<file path="src/bpu_cfg_pkg.sv">
package bpu_cfg_pkg;

    // datapath width, PC and instruction alike
    localparam int XLEN = 32;

    // default table sizes, the top level may override them
    localparam int BHT_ENTRIES = 512;   // bimodal counters
    localparam int BTB_ENTRIES = 256;   // direct-mapped target entries
    localparam int RAS_DEPTH   = 64;    // return stack entries

    // 2-bit saturating direction counter
    localparam int CNT_W = 2;
    // weakly not taken
    localparam logic [CNT_W-1:0] CNT_RESET = 2'b01;

    // pc bits skipped below the table index
    localparam int BTB_INDEX_LSB = 2;   // word aligned targets
    localparam int BHT_INDEX_LSB = 1;   // halfword granularity, leaves room for rvc

    // sequential fetch step
    localparam int INST_BYTES = 4;

endpackage
</file>
<file path="src/return_addr_stack.sv">
`timescale 1ns/1ps

module return_addr_stack #(
    parameter int DEPTH = bpu_cfg_pkg::RAS_DEPTH
) (
    input  logic                         clk,
    input  logic                         rst,
    input  logic                         push_i,
    input  logic [bpu_cfg_pkg::XLEN-1:0] push_data_i,
    input  logic                         pop_i,
    output logic [bpu_cfg_pkg::XLEN-1:0] top_o,
    output logic                         empty_o
);
    import bpu_cfg_pkg::*;

    localparam int IDX_W = $clog2(DEPTH);
    localparam int PTR_W = IDX_W + 1;   // pointer counts 0..DEPTH

    logic [XLEN-1:0]  stack_q [DEPTH];
    logic [PTR_W-1:0] sp_q;             // next free slot

    logic [PTR_W-1:0] sp_dec;
    logic [PTR_W-1:0] sp_pop;
    logic             do_pop;
    logic             do_push;

    assign empty_o = (sp_q == '0);
    assign sp_dec  = sp_q - 1'b1;

    // entry below the pointer
    // index wraps when empty, caller checks empty_o
    assign top_o = stack_q[sp_dec[IDX_W-1:0]];

    // pop goes first, push then lands on the post-pop slot
    assign do_pop  = pop_i && !empty_o;
    assign sp_pop  = do_pop ? sp_dec : sp_q;
    assign do_push = push_i && (sp_pop != PTR_W'(DEPTH));   // full check after the pop

    always_ff @(posedge clk or posedge rst) begin
        if (rst) begin
            sp_q <= '0;
        end else begin
            if (do_push) begin
                sp_q <= sp_pop + 1'b1;
            end else begin
                sp_q <= sp_pop;
            end
        end
    end

    always_ff @(posedge clk) begin
        if (do_push) begin
            stack_q[sp_pop[IDX_W-1:0]] <= push_data_i;
        end
    end

endmodule

</file>
<file path="config.mk">
export PLATFORM = sky130hd
export DESIGN_NAME = return_addr_stack
export DESIGN_NICKNAME = d
export VERILOG_FILES = /design/src/bpu_cfg_pkg.sv /design/src/return_addr_stack.sv
export SDC_FILE = /design/constraint.sdc
export NUM_CORES = 2
export LEC_CHECK = 0
export BUFFER_PORTS_ARGS = -buffer_cell sky130_fd_sc_hd__buf_2
export CAP_MARGIN = 30
export CORE_UTILIZATION = 55
export CTS_BUF_LIST = sky130_fd_sc_hd__clkbuf_4
export DETAILED_ROUTE_END_ITERATION = 6
export PLACE_DENSITY = 0.71
export SLEW_MARGIN = 15
export SYNTH_ARGS = -nofsm -noshare
export SYNTH_HDL_FRONTEND = slang
export SYNTH_SLANG_ARGS = --single-unit
</file>
<file path="constraint.sdc">
create_clock -name clk -period 5.7 [get_ports clk]
set_input_delay 0.57 -clock clk [delete_from_list [all_inputs] [get_ports clk]]
set_output_delay 0.57 -clock clk [all_outputs]
set_load 0.01 [all_outputs]
</file>
==> results.json <==
{
  "swShare": 0.354,
  "crit_required_ns": 5.13,
  "drive_above_1_share": 0.369,
  "die-area_mm2": 0.146,
  "rows": 139,
  "synth_cell_types": 63,
  "post-synth-top-area-cell": "edfxtp_1",
  "cp.depth": 9,
  "clock_sinks": 2055,
  "grt_pass1_vias": 41536,
  "min_period_ns": 5.56,
  "routedWlPerCell_um": 31.3,
  "routed_wl_um": 200000,
  "cp-end-kind": "output pin",
  "viasPerCell": 6.41,
  "slew-limit-headroom": 0.304,
  "placed_area_mm2": 0.0837,
  "synth_seq_area_share": 0.777,
  "vdd_drop_max_uv": 622,
  "r2r-start": "sp_q[1]",
  "clkPwrFrac": 0.235,
  "die_w_um": 382,
  "synth_ff_type": "edfxtp_1",
  "cts_tree": "done",
  "area_growth_pct": 13.7,
  "synth_commonest_cells": "2,048 x edfxtp_1, 564 x mux4_2, 213 x nand3_1",
  "finalCritPeriodShare": 0.975,
  "drt_iter0_drc": 5443,
  "rsz0062_at_grt": "false",
  "num_vias": 40921,
  "cellLeakagePower_nw": 28.8,
  "synth-seq-cells": 2055,
  "grt_use_total": 0.277,
  "status": "complete, no violations",
  "place_ws_ns": 1.04,
  "power_density_mw_per_mm2": 535,
  "grt_overflow": 0,
  "finClkSkew_ns": 0.118,
  "nNetsFinal": 4178,
  "yosysWarnings": 0,
  "seqPwrFrac": 0.363,
  "path_clk_slew_ns": 0.08,
  "fin_ws_ns": 0.144,
  "first_pass_iters": 7,
  "grt_max_degree": 111,
  "cp.arrival_ns": 4.99,
  "synth_fp_nets": 3589,
  "critPathLaunch": "sp_q[1]",
  "slew_viol_final": 0,
  "syn_avg_cell_area_um2": 22.4,
  "endpoint": "top_o[2]",
  "ys_async_sr_fraction": 0.00341,
  "synth_area_leaders": "edfxtp_1 77%, mux4_2 16%, nand3_1 1.3%",
  "syn_inst": 3550,
  "cp_cell_sequence": "inv_1 -> ha_4 -> buf_12 -> buf_4 -> mux4_2 -> a22o_1 -> o311ai_0 -> a22oi_1 -> buf_2",
  "fmax_mhz": 180,
  "coreArea_mm2": 0.143,
  "critPathMaxStageDelay_ns": 0.84,
  "critPathMaxFanout": 21,
  "final-hold-violation-count": 0,
  "io_pins": 69,
  "cts_max_level": 5,
  "clk_path_buf_depth": 4,
  "dp_hpwl_um": 108000,
  "critPathKind": "flip-flop to output pin",
  "startpoint_type": "flip-flop",
  "yosysTopAreaCellShare": 0.775,
  "reg2reg_to": "stack_q[57][21]",
  "power.switching_w": 0.0171,
  "synth-edff-count": 2048,
  "setup_violations": 0,
  "cp_num_buf_inv": 4,
  "rrSetupSlack_ns": 1.22,
  "synth_most_common_cell": "edfxtp_1",
  "critical-path-slowest-cell": "o311ai_0",
  "p_int_w": 0.0312,
  "worstMarginPinSlew_ns": 1.03,
  "clkLatencyLatePin_ns": 1.32,
  "cts_buffers": 495,
  "clock-root-buffer": "clkbuf_4",
  "grt_antenna_before_repair": 7,
  "pwr-share-comb": 0.403,
  "portBuffers": 68,
  "place_congestion": 0.809,
  "remaining_drc_errors": 0,
  "hp-class": "input pin to flip-flop",
  "cp_top_family": "compound AO/OA/AOI/OAI gates",
  "ant_nets": 0,
  "grt_first_pass_wirelength_um": 286000,
  "synth_area_mm2": 0.0794,
  "tns_ns": 0,
  "reg2regPathDepth": 8,
  "final_cell_area_mm2": 0.0903,
  "die_h_um": 382,
  "maxCapViolCount": 0,
  "initial_core_util": 0.553
}
==> registers in the layout, summed over array words and instances (netlist names) <==
name / count
stack_q: 2048
sp_q: 7
==> metal layers <==
layer / vias to the layer above / share of wire / track usage
li1: 16612 / - / -
met1: 21308 / 0.37 / 0.382
met2: 2625 / 0.49 / 0.433
met3: 368 / 0.11 / 0.0719
met4: 8 / 0.026 / 0.0949
met5: - / 0.00024 / 0
==> power groups by stage <==
stage          Sequential (W)  Clock, W  Combinational, W
2_1_floorplan          0.0177         0            0.0120
3_3_place_gp           0.0178         0            0.0188
3_5_place_dp           0.0178         0            0.0191
4_1_cts                0.0175    0.0115            0.0194
5_1_grt                0.0175    0.0122            0.0203
6_report               0.0175    0.0113            0.0194
==> area by class of cell <==
cell class | instances | area (µm²)
fill | 9733 | 53200
tap | 1903 | 2380
clock inverter | 134 | 636
clock buffer | 701 | 5260
antenna | 3 | 7.51
timing repair buffer | 302 | 2990
multi-input combinational | 1276 | 17300
sequential | 2055 | 61700
inverter | 9 | 33.8
==> per-stage QoR <==
stage                     utilization  std cells  hold slack [ns]  power (W)
after floorplan                     -       3550            0.373     0.0297
after global placement          0.581       5475            0.615     0.0366
after detailed placement        0.584       5492            0.619     0.0369
after CTS                       0.628       6374            0.125     0.0485
after global routing            0.629       6381            0.150     0.0501
final                           0.629       6383            0.274     0.0483
==> timing repair <==
item                                    4_1_cts  5_1_grt
cloned                                        0        0
pin swaps                                     2        0
hold buffers                                 37        0
setup buffers                                10        0
endpoints found under the setup margin       25        2
hold endpoints to repair                   2004        0
gates resized for setup                       4        3
==> layout by cell type (no fill, tap or decap), drive strengths merged, types with 3 or more instances in the layout <==
cell type	synthesis	final
nand4	13	13
o21ai	61	61
xnor2	9	9
bufinv	0	4
xor2	6	6
nor3	37	37
o311ai	19	19
a22oi	20	20
mux4	564	564
mux2i	19	19
clkinv	0	126
dlygate4sd3	0	37
nor3b	3	3
o211ai	3	3
o32ai	4	4
nor2	60	60
clkbuf	104	701
inv	9	13
edfxtp	2048	2048
a22o	23	23
buf	106	264
diode	0	3
nand3	213	213
a31oi	3	3
nand4b	3	3
dfrtp	7	7
nand3b	3	3
ha	3	3
nand2	121	121
a21oi	59	59
==> cells by family (layout without fill, tap and decap cells) <==
logic type      after synthesis  count (layout)  synth area share
flops                      2055            2055             0.777
mux                         584             584             0.163
simple gates                466             466            0.0281
buf+inv                     219            1146            0.0127
compound gates              208             208            0.0175
xor+xnor                     15              15           0.00184
fa+ha+maj                     3               3          0.000473
other cells                   0               3                 0
==> how the worst min path moves through the flow <==
stage | startpoint | end | slack, ns | cells after the start
2_1_floorplan | rst | sp_q[0] | 0.37 | 1
3_3_place_gp | rst | sp_q[1] | 0.61 | 2
3_5_place_dp | rst | sp_q[6] | 0.62 | 2
4_1_cts | push_data_i[27] | stack_q[23][27] | 0.12 | 2
5_1_grt | push_data_i[12] | stack_q[31][12] | 0.15 | 2
6_report | push_data_i[12] | stack_q[31][12] | 0.27 | 2
Power figures use the tool's default switching activity.
