==> src/bpu_cfg_pkg.sv <==
package bpu_cfg_pkg;

    // datapath width, PC and instruction alike
    localparam int XLEN = 32;

    // default table sizes, the top level may override them
    localparam int BHT_ENTRIES = 512;   // bimodal counters
    localparam int BTB_ENTRIES = 256;   // direct-mapped target entries
    localparam int RAS_DEPTH   = 64;    // return stack entries

    // 2-bit saturating direction counter
    localparam int CNT_W = 2;
    // weakly not taken
    localparam logic [CNT_W-1:0] CNT_RESET = 2'b01;

    // pc bits skipped below the table index
    localparam int BTB_INDEX_LSB = 2;   // word aligned targets
    localparam int BHT_INDEX_LSB = 1;   // halfword granularity, leaves room for rvc

    // sequential fetch step
    localparam int INST_BYTES = 4;

endpackage
==> src/bimodal_table.sv <==
`timescale 1ns/1ps

module bimodal_table #(
    parameter int ENTRIES = bpu_cfg_pkg::BHT_ENTRIES
) (
    input  logic                         clk,
    input  logic                         rst,
    // fetch lookup
    input  logic [bpu_cfg_pkg::XLEN-1:0] rd_pc_i,
    output logic                         rd_taken_o,
    // execute resolution
    input  logic                         upd_valid_i,
    input  logic [bpu_cfg_pkg::XLEN-1:0] upd_pc_i,
    input  logic                         upd_taken_i
);
    import bpu_cfg_pkg::*;

    localparam int IDX_W = $clog2(ENTRIES);

    logic [CNT_W-1:0] cnt_q [ENTRIES];
    logic [IDX_W-1:0] rd_idx;
    logic [IDX_W-1:0] upd_idx;
    logic [CNT_W-1:0] upd_cnt;

    assign rd_idx  = rd_pc_i[BHT_INDEX_LSB +: IDX_W];
    assign upd_idx = upd_pc_i[BHT_INDEX_LSB +: IDX_W];
    assign upd_cnt = cnt_q[upd_idx];

    // msb of the counter is the direction
    assign rd_taken_o = cnt_q[rd_idx][CNT_W-1];

    always_ff @(posedge clk or posedge rst) begin
        if (rst) begin
            for (int i = 0; i < ENTRIES; i++) begin
                cnt_q[i] <= CNT_RESET;
            end
        end else if (upd_valid_i) begin
            if (upd_taken_i) begin
                if (upd_cnt != {CNT_W{1'b1}}) begin   // saturate at 11
                    cnt_q[upd_idx] <= upd_cnt + 1'b1;
                end
            end else begin
                if (upd_cnt != {CNT_W{1'b0}}) begin   // saturate at 00
                    cnt_q[upd_idx] <= upd_cnt - 1'b1;
                end
            end
        end
    end

endmodule

==> config.mk <==
export PLATFORM = sky130hd
export DESIGN_NAME = bimodal_table
export DESIGN_NICKNAME = d
export VERILOG_FILES = /design/src/bpu_cfg_pkg.sv /design/src/bimodal_table.sv
export SDC_FILE = /design/constraint.sdc
export NUM_CORES = 2
export LEC_CHECK = 0
export BUFFER_PORTS_ARGS = -buffer_cell sky130_fd_sc_hd__clkbuf_2
export CAP_MARGIN = 10
export CORE_UTILIZATION = 50
export CTS_CLUSTER_DIAMETER = 200
export DETAILED_ROUTE_END_ITERATION = 8
export MAX_ROUTING_LAYER = met4
export PLACE_DENSITY = 0.67
export SYNTH_ARGS = -nofsm -noshare
export SYNTH_HDL_FRONTEND = slang
export SYNTH_SLANG_ARGS = --single-unit
==> constraint.sdc <==
create_clock -name clk -period 32.4 [get_ports clk]
set_clock_uncertainty 0.2 [all_clocks]
set_input_delay 6.48 -clock clk [delete_from_list [all_inputs] [get_ports clk]]
set_output_delay 6.48 -clock clk [all_outputs]
set_load 0.005 [all_outputs]
==> results.sh <==
export IMPL_drt_iter0_markers=3856
export IMPL_avgSynthCellArea_sq_um=12.1
export IMPL_p_sw_w=0.000748
export IMPL_grt_ovfl_total=0
export IMPL_setup_viol=0
export IMPL_power_sequential_fraction_pct=46.0
export IMPL_postSynthCellCount=4324
export IMPL_critPathArrivalTime_ps=11470
export IMPL_start_util_pct=50.5
export IMPL_path_max_fanout=38
export IMPL_path_class="in -> out"
export IMPL_dpl_cell_area_sq_um=53600
export IMPL_leakage_nw=23.1
export IMPL_cts_tree="built"
export IMPL_drc=0
export IMPL_outcome="finished, final reports clean"
export IMPL_nets=4300
export IMPL_max_freq_mhz=55.1
export IMPL_pin_count=69
export IMPL_track_usage_pct=31.7
export IMPL_end_kind="output port"
export IMPL_startpoint="rd_pc_i[2]"
export IMPL_syn2layout_area_growth_pct=9.82
export IMPL_r2r_slack_ps=25720
export IMPL_cts_made_buffers=108
export IMPL_hold_viol_final=0
export IMPL_period_share_pct=56.0
export IMPL_synth_edff_count=0
export IMPL_cts_num_sinks=1024
export IMPL_dieArea_sq_um=106000
export IMPL_synth_fp_nets=4394
export IMPL_synth_compound_area_share_pct=7.53
export IMPL_synth_top_family_by_area="multiplexers"
export IMPL_coreArea_sq_um=104000
export IMPL_dpl_hpwl_um=99800
export IMPL_firstDrtPassIters=5
export IMPL_vias_per_cell=6.42
export IMPL_power_density_nw_per_um2=51.6
export IMPL_fin_crit_ps=18150
export IMPL_drt_total_wl_um=161000
export IMPL_yosys_area_share_xor_xnor_pct=0.0335
export IMPL_grt_max_degree=190
export IMPL_ir_worst_vdd_mv=0.0457
export IMPL_synthSimpleGateAreaFrac_pct=9.07
export IMPL_cts_htree_levels=3
export IMPL_layout_drive_gt1_share_pct=38.9
export IMPL_tns_ps=0
export IMPL_grt_pass1_wl_um=243000
export IMPL_swShare_pct=25.3
export IMPL_synth_fa_ha_area_share_pct=0.0478
export IMPL_whs_path_depth=2
export IMPL_die_w_um=325
export IMPL_max_slew_margin_pct=20.9
export IMPL_avgRoutedWirePerCell_um=28.1
export IMPL_final_common_cell="nand2_1"
export IMPL_hold_slack_ps=261
export IMPL_clk_pin_slew_worst_paths_ps=60
export IMPL_muxShareOfSynthArea_pct=30.4
export IMPL_required_ps=25720
export IMPL_rows=118
export IMPL_power_internal_w=0.00221
export IMPL_synth_cell_types=63
export IMPL_syn_area_sq_um=52300
export IMPL_fin_area_sq_um=57400
export IMPL_slew_viol_final=0
export IMPL_max_cap_violations=0
export IMPL_rsz0062_at_grt="false"
export IMPL_grt_pass1_vias=37000
export IMPL_cts_setup_buffers=0
export IMPL_vias=36700
export IMPL_final_antenna_net_count=0
export IMPL_ys_ff_latch=1024
export IMPL_yosysWarningCount=0
export IMPL_die_h_um=325
export IMPL_worstMarginPinSlew_ps=1180
export IMPL_async_reset_ff_share_pct=100
export IMPL_yosysSeqAreaShare_pct=50.2
export IMPL_final_cell_mix="nand2_1, dfstp_2, dfrtp_1, mux2_2, o21ai_0"
export IMPL_clock_latency_ps=710
export IMPL_place_congestion=0.971
export IMPL_cts_root_buffer="clkbuf_16"
export IMPL_clk_path_buf_depth=3
export IMPL_hold_class="reg -> reg"
export IMPL_antenna_found_initial=4
export IMPL_cts_resized=0
export IMPL_synth_flop_cell="dfstp_2"
export IMPL_p_comb_share_pct=9.0
export IMPL_cts_hold_fix_buffers=0
export IMPL_start_kind="primary input"
export IMPL_pwr_share_clk_pct=45.0
export IMPL_worstRegToRegCells=15
export IMPL_portBuffers=22
==> metal layers <==
metal  global-route usage [%]  vias to the layer above  part of all wire (%)
met2                     46.9                     1631                    46
li1                         -                    15600                     -
met3                     7.20                      418                   9.6
met5                        -                        -                     0
met4                     13.4                        0                   4.9
met1                     42.2                    19000                    40
==> kinds of logic (layout without fill, tap and decap cells) <==
| group | after synthesis | in the layout |
|---|---|---|
| buf+inv | 328 | 329 |
| fa+ha+maj | 2 | 2 |
| mux | 1062 | 1062 |
| simple gates | 1211 | 1211 |
| xor+xnor | 2 | 2 |
| other cells | 0 | 4 |
| flops | 1024 | 1024 |
| compound gates | 695 | 695 |
==> stage by stage <==
step	power, W	util [%]	setup WS (ps)	std cells
after floorplan	0.00155	-	12020	4324
after global placement	0.00164	51.8	14530	5500
after detailed placement	0.00165	51.8	14500	5500
after CTS	0.00298	55.4	14500	5705
after global routing	0.00304	55.4	14230	5708
final	0.00296	55.4	14250	5709
==> cell type report <==
cell class	count	area [sq um]
Fill cell	8653	46200
Sequential cell	1024	26300
Multi-Input combinational cell	2972	24700
Clock buffer	156	3120
Tap cell	1380	1730
Timing Repair Buffer	113	868
Clock inverter	49	672
Inverter	11	47.5
Antenna cell	4	10.0
==> critical path, stage by stage <==
cell and delay, ps:
buf_4 620, buf_4 800, nand2_2 520, buf_4 450, buf_4 350, o221ai_1 360, o22ai_1 140, o21ai_0 600
nand3b_1 180, a221o_1 290, nand4_1 360, clkbuf_2 190
==> power by group through the flow <==
stage                     logic [W]  registers, W  clock network, W
after floorplan            0.000179       0.00138                 0
after global placement     0.000259       0.00138                 0
after detailed placement   0.000263       0.00138                 0
after CTS                  0.000263       0.00136           0.00135
after global routing       0.000282       0.00137           0.00139
final                      0.000266       0.00136           0.00133
==> worst max path at each step <==
stage	end	cells past startpoint	slack [ps]
final	rd_taken_o	12	14250
after global routing	rd_taken_o	12	14230
after CTS	rd_taken_o	12	14500
after detailed placement	rd_taken_o	12	14500
after global placement	rd_taken_o	12	14530
after floorplan	cnt_q[1001]	1	12020
==> cell usage after synthesis (5+ instances only) <==
master / n / area (sq um)
nand2_1: 816 / 3060
dfrtp_1: 512 / 12800
dfstp_2: 512 / 13500
mux2_2: 485 / 5460
o21ai_0: 403 / 2020
mux4_2: 365 / 8220
nor2_1: 318 / 1190
clkbuf_1: 190 / 713
mux2i_1: 150 / 1500
o21ai_1: 93 / 465
buf_2: 86 / 430
mux2_1: 62 / 698
o221ai_1: 58 / 508
a21oi_1: 48 / 240
o22ai_1: 33 / 206
buf_1: 23 / 86.3
a22oi_1: 17 / 128
nand3_1: 12 / 60.1
nand4_1: 11 / 68.8
buf_4: 10 / 75.1
o211ai_1: 9 / 67.6
buf_6: 8 / 90.1
inv_1: 8 / 30.0
nor2b_1: 8 / 50.1
nor3_1: 8 / 40.0
a211oi_1: 5 / 37.5
nand2b_1: 5 / 31.3
nor4_1: 5 / 31.3
No activity file was read; power rests on OpenSTA's default activity.
